===== config.mk =====
export PLATFORM = sky130hd
export DESIGN_NAME = riscv_wbstage
export DESIGN_NICKNAME = d
export VERILOG_FILES = /design/src/logic/riscv_isa_pkg.sv /design/src/logic/riscv_pipe_pkg.sv /design/src/logic/riscv_wbstage.sv
export SDC_FILE = /design/constraint.sdc
export NUM_CORES = 1
export LEC_CHECK = 0
export BUFFER_PORTS_ARGS = -buffer_cell sky130_fd_sc_hd__buf_2
export CAP_MARGIN = 10
export CORE_MARGIN = 3
export CORE_UTILIZATION = 44
export CTS_CLUSTER_DIAMETER = 150
export DETAILED_ROUTE_END_ITERATION = 8
export PLACE_DENSITY = 0.91
export SYNTH_ARGS = -nofsm -noshare
export SYNTH_HDL_FRONTEND = slang
export SYNTH_SLANG_ARGS = --single-unit

===== constraint.sdc =====
create_clock -name i_riscv_wbstage_clk -period 3.51 [get_ports i_riscv_wbstage_clk]
set_input_delay 0.351 -clock i_riscv_wbstage_clk [delete_from_list [all_inputs] [get_ports i_riscv_wbstage_clk]]
set_output_delay 0.351 -clock i_riscv_wbstage_clk [all_outputs]
set_load 0.01 [all_outputs]

===== src/logic/riscv_isa_pkg.sv =====
`default_nettype none

package riscv_isa_pkg;

  // datapath sizes
  localparam int XLEN       = 64;
  localparam int INST_W     = 32;
  localparam int REG_ADDR_W = 5;
  localparam int NUM_REGS   = 32;
  localparam int SHAMT_W    = 6;   // rv64 shifts use 6 bits

  typedef logic [XLEN-1:0]       xlen_t;
  typedef logic [INST_W-1:0]     inst_t;
  typedef logic [REG_ADDR_W-1:0] reg_addr_t;

  // major opcodes handled here
  localparam logic [6:0] OPC_OP     = 7'b0110011;
  localparam logic [6:0] OPC_OP_IMM = 7'b0010011;
  localparam logic [6:0] OPC_LUI    = 7'b0110111;

  // funct3 of the integer ops
  localparam logic [2:0] F3_ADD_SUB = 3'b000;
  localparam logic [2:0] F3_SLL     = 3'b001;
  localparam logic [2:0] F3_SLT     = 3'b010;
  localparam logic [2:0] F3_SLTU    = 3'b011;
  localparam logic [2:0] F3_XOR     = 3'b100;
  localparam logic [2:0] F3_SRL_SRA = 3'b101;  // funct7[5] picks sra
  localparam logic [2:0] F3_OR      = 3'b110;
  localparam logic [2:0] F3_AND     = 3'b111;

endpackage

`default_nettype wire

===== src/logic/riscv_pipe_pkg.sv =====
`default_nettype none

package riscv_pipe_pkg;

  import riscv_isa_pkg::*;

  typedef enum logic [3:0] {
    ALU_ADD, ALU_SUB, ALU_SLL, ALU_SLT, ALU_SLTU,
    ALU_XOR, ALU_SRL, ALU_SRA, ALU_OR,  ALU_AND
  } alu_op_t;

  // raw instruction held ahead of decode
  typedef struct packed {
    inst_t inst;
  } fetch_t;

  // decoded op going into execute
  typedef struct packed {
    reg_addr_t rs1_addr;
    reg_addr_t rs2_addr;
    xlen_t     rs1_data;
    xlen_t     rs2_data;
    xlen_t     imm;       // already sign extended
    logic      use_imm;   // second operand from imm
    alu_op_t   alu_op;
    reg_addr_t rd;
  } de_payload_t;

  typedef struct packed {
    reg_addr_t rd;
    xlen_t     result;
  } ew_payload_t;

  typedef struct packed {
    logic      we;
    reg_addr_t addr;
    xlen_t     data;
  } rf_write_t;

endpackage

`default_nettype wire


===== src/logic/riscv_wbstage.sv =====
`default_nettype none

module riscv_wbstage
  import riscv_pipe_pkg::*;
(
  input  logic        i_riscv_wbstage_clk,
  input  logic        i_reset,
  input  logic        i_stall,
  input  logic        i_valid,
  input  ew_payload_t i_ew,
  output rf_write_t   o_write
);

  logic        wb_valid;
  ew_payload_t ew_q;

  always_ff @(posedge i_riscv_wbstage_clk) begin
    if (i_reset) begin
      wb_valid <= 1'b0;
    end else if (!i_stall) begin
      wb_valid <= i_valid;
    end
  end

  always_ff @(posedge i_riscv_wbstage_clk) begin
    if (!i_stall) begin
      ew_q <= i_ew;
    end
  end

  // one strobe per instruction, held off while stalled
  assign o_write.we   = wb_valid && !i_stall;
  assign o_write.addr = ew_q.rd;
  assign o_write.data = ew_q.result;

endmodule

`default_nettype wire


==> run_summary.xml <==
<?xml version="1.0" encoding="UTF-8"?>
<metrics>
  <group name="route">
    <metric name="drt.antenna.violating_nets" unit="">0</metric>
    <metric name="remaining_drc_errors" unit="">0</metric>
    <metric name="avgViaCountPerCell" unit="">4.42</metric>
    <metric name="met2_wirelength" unit="um">2180</metric>
    <metric name="totalWireLength" unit="um">4350</metric>
    <metric name="detail_route.wirelength.met1" unit="um">1440</metric>
    <metric name="dr.first_iter.drc_count" unit="">45</metric>
    <metric name="detail_route.first_pass.iterations" unit="">4</metric>
    <metric name="routed-wl-met3" unit="um">648</metric>
    <metric name="routed.top_layer" unit="">met5</metric>
    <metric name="vias" unit="">1255</metric>
    <metric name="post_drt_wl_per_cell" unit="um">15.3</metric>
  </group>
  <group name="final_layout">
    <metric name="post_layout_util" unit="%">67.7</metric>
    <metric name="drive_above_1_share" unit="%">66.4</metric>
    <metric name="final_design_area_no_fill" unit="um2">3050</metric>
    <metric name="layout.nets" unit="">301</metric>
    <metric name="synthToLayoutAreaGrowth" unit="%">43.9</metric>
    <metric name="finish.cell_count_without_fillers" unit="">284</metric>
    <metric name="n_antenna_cell" unit="">0</metric>
  </group>
  <group name="sta">
    <metric name="fin_ws" unit="ns">2.00</metric>
    <metric name="max-slew-margin-rel" unit="%">59.0</metric>
    <metric name="max_clock_freq" unit="MHz">664</metric>
    <metric name="timing.hold.ws" unit="ns">0.186</metric>
    <metric name="finalCriticalPeriod" unit="ns">1.51</metric>
    <metric name="final_hold_viol_count" unit="">0</metric>
    <metric name="period_share" unit="%">42.9</metric>
    <metric name="worst_max_slew_pin_slew" unit="ns">0.614</metric>
    <metric name="tns" unit="ns">0</metric>
    <metric name="report.final.slew_viol_count" unit="">0</metric>
    <metric name="rsz0062_at_grt" unit="">false</metric>
    <metric name="clock_skew" unit="ns">0</metric>
    <metric name="setup_viol_count_final" unit="">0</metric>
  </group>
  <group name="pwr">
    <metric name="share_seq_of_total_power" unit="%">61.1</metric>
    <metric name="power_leakage" unit="nW">1.34</metric>
    <metric name="share_clk_of_total_power" unit="%">29.6</metric>
    <metric name="internal-power" unit="mW">1.31</metric>
    <metric name="power_per_cell_area" unit="nW/um2">540</metric>
    <metric name="fraction_of_power_spent_switching_nets" unit="%">20.8</metric>
    <metric name="power.ir.vdd_worst" unit="mV">0.280</metric>
    <metric name="net_sw_power" unit="mW">0.342</metric>
    <metric name="power.combinational.fraction" unit="%">9.3</metric>
    <metric name="report.power.total" unit="mW">1.65</metric>
  </group>
  <group name="logic_synthesis">
    <metric name="seq_area_frac_synth" unit="%">98.8</metric>
    <metric name="synthDistinctLibCells" unit="">6</metric>
    <metric name="synth_compound_gate_area_share" unit="%">0</metric>
    <metric name="postSynthCellCount" unit="">74</metric>
    <metric name="synth-adder-area-share" unit="%">0</metric>
    <metric name="synth_top_area_cell" unit="">edfxtp_1</metric>
    <metric name="synthMuxAreaShare" unit="%">0.473</metric>
    <metric name="synth_most_common_cell" unit="">edfxtp_1</metric>
    <metric name="async_flop_share" unit="%">0</metric>
    <metric name="yosys_most_used_dff" unit="">edfxtp_1</metric>
    <metric name="syn_area_per_cell" unit="um2">28.6</metric>
    <metric name="main_combinational_cell_family_by_area_after_synthesis" unit="">simple AND/OR/NAND/NOR gates</metric>
    <metric name="yosys_warnings" unit="">0</metric>
    <metric name="net_count_of_the_mapped_netlist" unit="">147</metric>
    <metric name="number_of_storage_elements_in_the_synthesis_netlist" unit="">70</metric>
    <metric name="synth_area_leaders" unit="">edfxtp_1, dfxtp_1, mux2i_1</metric>
    <metric name="synthXorXnorAreaFrac" unit="%">0</metric>
    <metric name="syn_area" unit="um2">2120</metric>
    <metric name="synth-edff-count" unit="">69</metric>
    <metric name="synthSimpleGateAreaFrac" unit="%">0.591</metric>
    <metric name="synth_top_cell_area_share" unit="%">97.8</metric>
  </group>
  <group name="placement">
    <metric name="port-buffer-count" unit="">142</metric>
    <metric name="detailed_place.area" unit="um2">2900</metric>
    <metric name="placer_s_final_routability_congestion_estimate" unit="">0.642</metric>
    <metric name="pre_cts_ws" unit="ns">1.64</metric>
    <metric name="dpl.cell_count" unit="">269</metric>
  </group>
  <group name="clocking">
    <metric name="post_cts_resize_count" unit="">0</metric>
    <metric name="root_buffer" unit="">clkbuf_8</metric>
    <metric name="cts.clk_slew.worst_paths" unit="ns">0.06</metric>
    <metric name="clock_path_buffers" unit="">2</metric>
    <metric name="postCtsHoldBufs" unit="">0</metric>
    <metric name="ctsHtreeMaxLevel" unit="">3</metric>
    <metric name="total_cts_buffers" unit="">9</metric>
    <metric name="tritoncts_clock_tree" unit="">yes</metric>
    <metric name="worst_skew_pair.late_latency" unit="ns">0.31</metric>
    <metric name="postCtsSetupRepairBufs" unit="">0</metric>
    <metric name="tritoncts_sink_count" unit="">70</metric>
  </group>
  <group name="outcome">
    <metric name="status" unit="">completed</metric>
  </group>
  <group name="critical_path">
    <metric name="worst-path-max-fanout" unit="">38</metric>
    <metric name="cp_data_required_time" unit="ns">3.47</metric>
    <metric name="critical_path_arrival" unit="ns">1.47</metric>
    <metric name="crit_path_end" unit="">o_write[33]</metric>
    <metric name="stages_on_worst_setup_path" unit="">3</metric>
    <metric name="crit_path_start_kind" unit="">primary input</metric>
    <metric name="timing.setup.critical_path_class" unit="">primary input to register</metric>
    <metric name="cp.buffers_inverters" unit="">3</metric>
    <metric name="worst_path_dominant_cell_family" unit="">buffers and inverters</metric>
    <metric name="ff2ff_path_depth" unit="">2</metric>
    <metric name="endpoint_kind" unit="">register</metric>
    <metric name="worst_path_max_delay_cell" unit="">buf_4</metric>
    <metric name="r2r_start" unit="">wb_valid</metric>
    <metric name="r2r_slack" unit="ns">2.93</metric>
    <metric name="critical-path-max-stage-delay" unit="ns">0.52</metric>
    <metric name="r2r-end" unit="">wb_valid</metric>
    <metric name="critical_path.cell_chain" unit="">buf_2, inv_2, buf_4</metric>
    <metric name="worstSetupStartpoint" unit="">i_stall</metric>
  </group>
  <group name="global_routing">
    <metric name="global_route_usage_over_all_layers" unit="%">15.3</metric>
    <metric name="grt_overflow" unit="">0</metric>
    <metric name="grt_start_max_net_pins" unit="">39</metric>
    <metric name="vias_in_the_first_global_route" unit="">1316</metric>
    <metric name="first_pass_grt_wire_length" unit="um">6000</metric>
    <metric name="grt_antenna_before_repair" unit="">2</metric>
  </group>
  <group name="die">
    <metric name="coreArea" unit="um2">4500</metric>
    <metric name="start_util" unit="%">47.0</metric>
    <metric name="chipHeight" unit="um">75.4</metric>
    <metric name="die-area" unit="um2">5680</metric>
    <metric name="placement_rows" unit="">24</metric>
    <metric name="io_pins" unit="">143</metric>
    <metric name="die_x" unit="um">75.4</metric>
  </group>
  <group name="run">
    <metric name="maxCapViolCount" unit="">0</metric>
  </group>
  <group name="hold_path">
    <metric name="min-delay-path-class" unit="">primary input to register</metric>
  </group>
</metrics>
## kinds of logic after synthesis
group         Yosys count
buf+inv                 1
flops                  70
simple gates            2
mux                     1
## power groups by stage
stage / logic, mW / registers (mW) / clock network [mW]
final: 0.153 / 1.01 / 0.488
after detailed placement: 0.155 / 1.03 / 0
after global routing: 0.168 / 1.01 / 0.542
after floorplan: 0.0126 / 1.06 / 0
after global placement: 0.151 / 1.02 / 0
after CTS: 0.156 / 1.01 / 0.507
## cell type report
cell class / instances / area (um2)
Inverter: 1 / 3.75
Clock inverter: 4 / 15.0
Tap cell: 52 / 65.1
Fill cell: 312 / 1460
Clock buffer: 11 / 131
Timing Repair Buffer: 143 / 718
Sequential cell: 70 / 2090
Multi-Input combinational cell: 3 / 22.5
## worst min-delay path by stage
| stage | end | depth (start not counted) | start | slack (ns) |
|---|---|---|---|---|
| 5_1_grt | wb_valid | 2 | i_reset | 0.18 |
| 3_3_place_gp | wb_valid | 2 | wb_valid | 0.47 |
| 6_report | wb_valid | 2 | i_reset | 0.19 |
| 3_5_place_dp | wb_valid | 2 | wb_valid | 0.49 |
| 4_1_cts | wb_valid | 2 | i_reset | 0.17 |
| 2_1_floorplan | wb_valid | 1 | i_reset | 0.42 |
## metal layers
metal	vias to the layer above	track usage [%]
li1	605	-
met1	543	14.5
met2	92	24.5
met3	11	9.89
met4	4	9.32
met5	-	0
## registers in the layout (all words and copies together) (netlist names)
| signal | cells |
|---|---|
| o_write | 69 |
| wb_valid | 1 |
## layout by cell type (no fill, tap or decap), drive strengths merged
master	netlist	routed
nor2	1	1
clkbuf	0	11
buf	0	143
edfxtp	69	69
dfxtp	1	1
and2b	1	1
inv	1	1
mux2i	1	1
clkinv	0	4
Power figures use the tool's default switching activity.
