===== src/logic/riscv_isa_pkg.sv =====
`default_nettype none

package riscv_isa_pkg;

  // datapath sizes
  localparam int XLEN       = 64;
  localparam int INST_W     = 32;
  localparam int REG_ADDR_W = 5;
  localparam int NUM_REGS   = 32;
  localparam int SHAMT_W    = 6;   // rv64 shifts use 6 bits

  typedef logic [XLEN-1:0]       xlen_t;
  typedef logic [INST_W-1:0]     inst_t;
  typedef logic [REG_ADDR_W-1:0] reg_addr_t;

  // major opcodes handled here
  localparam logic [6:0] OPC_OP     = 7'b0110011;
  localparam logic [6:0] OPC_OP_IMM = 7'b0010011;
  localparam logic [6:0] OPC_LUI    = 7'b0110111;

  // funct3 of the integer ops
  localparam logic [2:0] F3_ADD_SUB = 3'b000;
  localparam logic [2:0] F3_SLL     = 3'b001;
  localparam logic [2:0] F3_SLT     = 3'b010;
  localparam logic [2:0] F3_SLTU    = 3'b011;
  localparam logic [2:0] F3_XOR     = 3'b100;
  localparam logic [2:0] F3_SRL_SRA = 3'b101;  // funct7[5] picks sra
  localparam logic [2:0] F3_OR      = 3'b110;
  localparam logic [2:0] F3_AND     = 3'b111;

endpackage

`default_nettype wire

===== src/logic/riscv_pipe_pkg.sv =====
`default_nettype none

package riscv_pipe_pkg;

  import riscv_isa_pkg::*;

  typedef enum logic [3:0] {
    ALU_ADD, ALU_SUB, ALU_SLL, ALU_SLT, ALU_SLTU,
    ALU_XOR, ALU_SRL, ALU_SRA, ALU_OR,  ALU_AND
  } alu_op_t;

  // raw instruction held ahead of decode
  typedef struct packed {
    inst_t inst;
  } fetch_t;

  // decoded op going into execute
  typedef struct packed {
    reg_addr_t rs1_addr;
    reg_addr_t rs2_addr;
    xlen_t     rs1_data;
    xlen_t     rs2_data;
    xlen_t     imm;       // already sign extended
    logic      use_imm;   // second operand from imm
    alu_op_t   alu_op;
    reg_addr_t rd;
  } de_payload_t;

  typedef struct packed {
    reg_addr_t rd;
    xlen_t     result;
  } ew_payload_t;

  typedef struct packed {
    logic      we;
    reg_addr_t addr;
    xlen_t     data;
  } rf_write_t;

endpackage

`default_nettype wire


===== src/logic/riscv_dstage.sv =====
`default_nettype none

module riscv_dstage
  import riscv_isa_pkg::*;
  import riscv_pipe_pkg::*;
(
  input  logic        i_riscv_dstage_clk,
  input  logic        i_reset,
  input  logic        i_stall,
  input  logic        i_inst_valid,
  input  inst_t       i_inst,
  input  rf_write_t   i_write,
  output logic        o_valid,
  output de_payload_t o_de
);

  logic      fetch_valid;
  fetch_t    fetch_q;
  logic [6:0] opcode;
  logic [2:0] funct3;
  logic      funct7_5;
  reg_addr_t rd;
  reg_addr_t rs1_addr;
  xlen_t     rs1_data;
  xlen_t     rs2_data;
  xlen_t     imm;
  logic      use_imm;
  logic      known;
  alu_op_t   alu_op;

  riscv_pipe_reg #(.payload_t(fetch_t)) u_fetch_reg (
    .i_riscv_pipe_reg_clk (i_riscv_dstage_clk),
    .i_reset              (i_reset),
    .i_stall              (i_stall),
    .i_valid              (i_inst_valid),
    .i_data               ('{inst: i_inst}),
    .o_valid              (fetch_valid),
    .o_data               (fetch_q)
  );

  assign opcode   = fetch_q.inst[6:0];
  assign funct3   = fetch_q.inst[14:12];
  assign funct7_5 = fetch_q.inst[30];
  assign rd       = fetch_q.inst[11:7];

  function automatic alu_op_t f3_to_alu(input logic [2:0] f3, input logic alt);
    alu_op_t op;
    op = ALU_ADD;
    case (f3)
      F3_ADD_SUB: op = alt ? ALU_SUB : ALU_ADD;
      F3_SLL:     op = ALU_SLL;
      F3_SLT:     op = ALU_SLT;
      F3_SLTU:    op = ALU_SLTU;
      F3_XOR:     op = ALU_XOR;
      F3_SRL_SRA: op = alt ? ALU_SRA : ALU_SRL;
      F3_OR:      op = ALU_OR;
      F3_AND:     op = ALU_AND;
    endcase
    return op;
  endfunction

  always_comb begin
    known    = 1'b1;
    use_imm  = 1'b1;
    rs1_addr = fetch_q.inst[19:15];
    alu_op   = ALU_ADD;
    imm      = {{(XLEN-12){fetch_q.inst[31]}}, fetch_q.inst[31:20]};  // i-type
    case (opcode)
      OPC_OP: begin
        use_imm = 1'b0;
        alu_op  = f3_to_alu(funct3, funct7_5);
      end
      OPC_OP_IMM: begin
        alu_op = f3_to_alu(funct3, funct7_5 && funct3 == F3_SRL_SRA);  // addi has no sub
        if (funct3 == F3_SLL || funct3 == F3_SRL_SRA) begin
          imm = {{(XLEN-SHAMT_W){1'b0}}, fetch_q.inst[20 +: SHAMT_W]};
        end
      end
      OPC_LUI: begin
        rs1_addr = '0;  // x0 + imm
        imm      = {{(XLEN-32){fetch_q.inst[31]}}, fetch_q.inst[31:12], 12'b0};
      end
      default: known = 1'b0;
    endcase
  end

  riscv_regfile u_riscv_regfile (
    .i_riscv_regfile_clk (i_riscv_dstage_clk),
    .i_reset             (i_reset),
    .i_rs1_addr          (rs1_addr),
    .i_rs2_addr          (fetch_q.inst[24:20]),
    .i_write             (i_write),
    .o_rs1_data          (rs1_data),
    .o_rs2_data          (rs2_data)
  );

  // bad opcode or rd == x0 leaves a bubble
  assign o_valid = fetch_valid && known && (rd != '0);
  assign o_de    = '{rs1_addr: rs1_addr, rs2_addr: fetch_q.inst[24:20],
                     rs1_data: rs1_data, rs2_data: rs2_data, imm: imm,
                     use_imm: use_imm, alu_op: alu_op, rd: rd};

endmodule

`default_nettype wire


===== src/logic/riscv_regfile.sv =====
`default_nettype none

module riscv_regfile
  import riscv_isa_pkg::*;
  import riscv_pipe_pkg::*;
(
  input  logic      i_riscv_regfile_clk,
  input  logic      i_reset,
  input  reg_addr_t i_rs1_addr,
  input  reg_addr_t i_rs2_addr,
  input  rf_write_t i_write,
  output xlen_t     o_rs1_data,
  output xlen_t     o_rs2_data
);

  xlen_t regs [1:NUM_REGS-1];  // x0 has no storage

  always_ff @(posedge i_riscv_regfile_clk) begin
    if (i_reset) begin
      for (int i = 1; i < NUM_REGS; i++) begin
        regs[i] <= '0;
      end
    end else if (i_write.we && i_write.addr != '0) begin
      regs[i_write.addr] <= i_write.data;
    end
  end

  // write-through so decode sees the value retiring this cycle
  function automatic xlen_t read_port(input reg_addr_t addr);
    if (addr == '0) begin
      return '0;
    end
    if (i_write.we && i_write.addr == addr) begin
      return i_write.data;
    end
    return regs[addr];
  endfunction

  always_comb begin
    o_rs1_data = read_port(i_rs1_addr);
    o_rs2_data = read_port(i_rs2_addr);
  end

endmodule

`default_nettype wire


===== src/logic/riscv_pipe_reg.sv =====
`default_nettype none

module riscv_pipe_reg #(
  parameter type payload_t = logic
) (
  input  logic     i_riscv_pipe_reg_clk,
  input  logic     i_reset,
  input  logic     i_stall,
  input  logic     i_valid,
  input  payload_t i_data,
  output logic     o_valid,
  output payload_t o_data
);

  always_ff @(posedge i_riscv_pipe_reg_clk) begin
    if (i_reset) begin
      o_valid <= 1'b0;
    end else if (!i_stall) begin
      o_valid <= i_valid;
    end
  end

  // payload only moves with the stage
  always_ff @(posedge i_riscv_pipe_reg_clk) begin
    if (!i_stall) begin
      o_data <= i_data;
    end
  end

endmodule

`default_nettype wire


===== config.mk =====
export PLATFORM = sky130hd
export DESIGN_NAME = riscv_dstage
export DESIGN_NICKNAME = d
export VERILOG_FILES = /design/src/logic/riscv_isa_pkg.sv /design/src/logic/riscv_pipe_pkg.sv /design/src/logic/riscv_dstage.sv /design/src/logic/riscv_regfile.sv /design/src/logic/riscv_pipe_reg.sv
export SDC_FILE = /design/constraint.sdc
export NUM_CORES = 2
export LEC_CHECK = 0
export BUFFER_PORTS_ARGS = -buffer_cell sky130_fd_sc_hd__buf_4
export CORE_MARGIN = 5
export CORE_UTILIZATION = 30
export CTS_CLUSTER_DIAMETER = 120
export DETAILED_ROUTE_END_ITERATION = 10
export PLACE_DENSITY = 0.56
export REMOVE_ABC_BUFFERS = 1
export SKIP_LAST_GASP = 1
export SLEW_MARGIN = 20
export SYNTH_ARGS = -nofsm -noshare
export SYNTH_HDL_FRONTEND = slang
export SYNTH_SLANG_ARGS = --single-unit

===== constraint.sdc =====
create_clock -name i_riscv_dstage_clk -period 7.05 [get_ports i_riscv_dstage_clk]
set_input_delay 0 -clock i_riscv_dstage_clk [delete_from_list [all_inputs] [get_ports i_riscv_dstage_clk]]
set_output_delay 0 -clock i_riscv_dstage_clk [all_outputs]
set_load 0.005 [all_outputs]

==> run summary <==
In this run the critical register-to-register path is captured at u_fetch_reg.o_valid. The worst reg2reg path depth is 3. The number of clock buffers added by TritonCTS is 232. The congestion estimate from routability-driven global placement came to around 0.9. The post-route minimum period came out at 5.96 ns.

The actual transition at the worst max-transition pin is 1.40 ns. The count of input and output buffers came out at 318. Ranked by total cell area, the synthesized netlist is headed by sky130_fd_sc_hd__edfxtp_1 (56%), sky130_fd_sc_hd__mux4_2 (14%), sky130_fd_sc_hd__and2_1 (11%). The clock transition at the registers of the reported paths is 0.06 ns. The number of antenna violations at the first check in global routing came out at 88. The largest buffer count on any clock path came out at 4. The maximum number of pins on one net before global-route repair is ~130.

The routed length per instance came out at 39.7 µm. The H-tree depth came out at 4. Adding up every negative setup slack in the final design gives 0 ns.

The maximum fanout along the worst path is 75. The site row count came out at 223. The cell chosen for the clock root is sky130_fd_sc_hd__clkbuf_16. The number of endpoints failing setup at the final stage came out at 0. The most used flip-flop cell after synthesis is sky130_fd_sc_hd__edfxtp_1.

The endpoint kind of the worst setup timing path is an output pin. The cell count after synthesis came out at about 8000. The launching element type of the critical path is a register. The violation count after the first detailed-routing iteration came out at 17257. The core area is 0.368 mm². The share of the clock period used by the worst path after layout is 84.5%. The flow ran to the end, but the final reports show violations. The portion of synthesized cell area occupied by the leading cell type came out at between 50 and 60%. Data arrives at the worst endpoint at 5.96 ns. Summing every instance area after synthesis gives 0.111 mm². Of the cells placed in the final design, the portion with a size suffix greater than 1 is 21.3%.

The initial utilization of the core area, before any placement, comes to 30.1%. Sequential cells were found to cover 56.5% of the synthesized design area. The post-synthesis sequential element count came out at 2086. The routed design has 533 mm of wire. The count of flip-flops with a built-in enable after synthesis came out at 2080.

The routed via count came out at approximately 85000. The number of stages on the worst hold path came out at 2. The first-pass GRT wire length is 711 mm.

The checks that failed: antenna violations. The antenna violation net count after detailed routing came out at 1. The critical path is of the register to output pin type. The tightest min-delay check is of the input pin to register type. The DRC violation count after routing is 0.

Setup repair after global routing left no endpoint under its margin. At the worst endpoint, the required time is 7.05 ns. The worst max-slew margin expressed relative to the limit came out at 6.49%. A synthesized cell averages 13.5 µm². The worst hold path terminates at u_riscv_regfile.regs[0][56].

The total routing usage reported by global routing came out at a little over a quarter. At the later pin of the worst-skew pair, clock insertion delay measures 0.93 ns. The worst-case IR drop observed on VDD is 234 µV.

The final hold violation count is 0. The number of library cell types mapped by synthesis came out at 87. The leakage power figure came out at 43.7 nW.

The tree built by TritonCTS fans out to between 2000 and 2500 sinks. The fraction of registers with async set or reset after synthesis came out at 0%. The post-cts hold buffer count came out at 144. The fmax came out at 168 MHz. The total overflow left after global routing is 0. The top-level I/O count came out at 319. The startpoint of the worst hold path is i_write[56]. The buffers inserted during post-CTS setup optimization came out at 0.

The total count of max-transition violations in the final report is 0. The via count of the first global-routing pass came out at 82028. The synthesis-to-finish area growth is 15.2%. The final-layout worst hold slack came out at 0.0413 ns. The setup clock skew after layout is 0.00624 ns. The floorplan die area is 0.381 mm². The overall die height came out at 618 µm. The TritonCTS clock tree is done.

The quantity of gates resized following cts came out at 0. The worst register-to-register path begins at u_fetch_reg.o_valid. The final layout net count is between 8000 and 9000.

Dividing total power by cell area gives a power density of 255 mW/mm². The length of the first detailed-routing pass in iterations came out at 8. Across all register-to-register paths, the minimum setup slack is 5.90 ns.

The count of maximum capacitance violations is 0. Of all cell types, the one taking the most synthesized area is sky130_fd_sc_hd__edfxtp_1. After legalization and detailed placement, the total HPWL measured 299 mm.

The number of warnings reported in the yosys synthesis log came out at 0. The die outline width came out at just over 600 µm. The post-detailed-route via-to-cell ratio came out at 6.33.
==> layout by cell type (no fill, tap or decap), types with 67 or more instances in the layout <==
cell type | synthesis | layout
sky130_fd_sc_hd__o21ai_0 | 147 | 145
sky130_fd_sc_hd__buf_4 | 82 | 567
sky130_fd_sc_hd__clkbuf_16 | 0 | 234
sky130_fd_sc_hd__a221oi_1 | 68 | 68
sky130_fd_sc_hd__nand2_1 | 312 | 308
sky130_fd_sc_hd__and2_1 | 1995 | 1995
sky130_fd_sc_hd__o22ai_1 | 237 | 237
sky130_fd_sc_hd__dlygate4sd3_1 | 0 | 144
sky130_fd_sc_hd__diode_2 | 0 | 84
sky130_fd_sc_hd__mux2i_1 | 295 | 295
sky130_fd_sc_hd__a22oi_1 | 67 | 67
sky130_fd_sc_hd__a21oi_1 | 231 | 226
sky130_fd_sc_hd__mux4_2 | 672 | 672
sky130_fd_sc_hd__edfxtp_1 | 2080 | 2080
sky130_fd_sc_hd__nand3_1 | 101 | 99
sky130_fd_sc_hd__nor2_1 | 253 | 213
sky130_fd_sc_hd__a211oi_1 | 144 | 141
==> layout make-up <==
cell class,instances,area (µm²)
clock inverter,144,1220
clock buffer,280,6030
antenna,84,210
timing repair buffer,748,6450
fill,35399,241000
tap,4837,6050
sequential,2086,62600
inverter,17,75.1
multi-input combinational,5226,45000
==> synthesized netlist by cell type (all sizes together) (16+ instances only) <==
cell	count
edfxtp	2080
and2	1995
mux4	672
clkbuf	599
buf	325
nand2	313
mux2i	295
nor2	255
o22ai	237
a21oi	236
o21ai	167
a211oi	144
nand3	101
a221oi	68
a22oi	67
mux2	64
o221ai	54
or2	39
a222oi	35
a31oi	32
nor3	32
a221o	31
nand4	30
a21o	26
nor2b	21
a211o	18
inv	17
a2111oi	16
==> registers in the layout, summed over array words and instances, names as in the netlist, named ones only <==
register              count
u_fetch_reg.o_data       32
u_riscv_regfile.regs   2048
u_fetch_reg.o_valid       1
==> power breakdown <==
group,internal [W],total (W),switching [W]
Sequential,0.0143,0.0148,0.000446
Clock,0.00663,0.0121,0.00543
Combinational,0.00212,0.00568,0.00356
Total,0.0231,0.0325,0.00944
==> cell families after synthesis <==
kind of cell	share of synthesized area, %
xor gates and xnor gates	0.0474
buffers and inverters	3.74
other	0.00339
and+or+nand+nor	14.8
AOI/OAI and AO/OA	7.96
DFF	56.5
muxes	17.0
==> critical path, cell delays in order, from the launching register on <==
cell and delay (ns):
sky130_fd_sc_hd__edfxtp_1 0.54, sky130_fd_sc_hd__nand3b_4 0.56, sky130_fd_sc_hd__o21ai_4 0.16, sky130_fd_sc_hd__inv_8 0.67
sky130_fd_sc_hd__xnor2_1 0.23, sky130_fd_sc_hd__and3_2 0.29, sky130_fd_sc_hd__nor2_4 0.94, sky130_fd_sc_hd__o311ai_0 0.32
sky130_fd_sc_hd__o21ai_0 0.96, sky130_fd_sc_hd__buf_4 0.26
==> layer usage <==
layer,part of all wire [%],track usage [%],vias up
met3,14,8.03,2067
li1,-,-,31507
met4,7.7,17.7,27
met2,43,40.0,8589
met1,35,33.8,42785
met5,0.049,0.126,-
==> stage by stage <==
stage	total power (W)	instance area (µm²)	setup slack (ns)	instances	utilization (%)
after floorplan	0.0186	107000	-16.12	7329	-
after global placement	0.0204	119000	2.21	12763	32.2
after detailed placement	0.0205	119000	2.24	12768	32.2
after CTS	0.0324	127000	1.22	13336	34.6
after global routing	0.0332	127000	1.09	13354	34.6
final	0.0325	128000	1.09	13422	34.7
==> worst max-delay path by stage <==
| stage | slack [ns] | startpoint | depth (start not counted) | endpoint |
|---|---|---|---|---|
| 4_1_cts | 1.22 | u_fetch_reg.o_data[5] | 10 | o_de[193] |
| 5_1_grt | 1.09 | u_fetch_reg.o_data[5] | 10 | o_de[193] |
| 6_report | 1.09 | u_fetch_reg.o_data[5] | 9 | o_de[193] |
| 3_3_place_gp | 2.21 | u_fetch_reg.o_data[5] | 10 | o_de[193] |
| 2_1_floorplan | -16.12 | register | 6 | o_de[131] |
| 3_5_place_dp | 2.24 | u_fetch_reg.o_data[5] | 10 | o_de[193] |
Power figures use the tool's default switching activity.
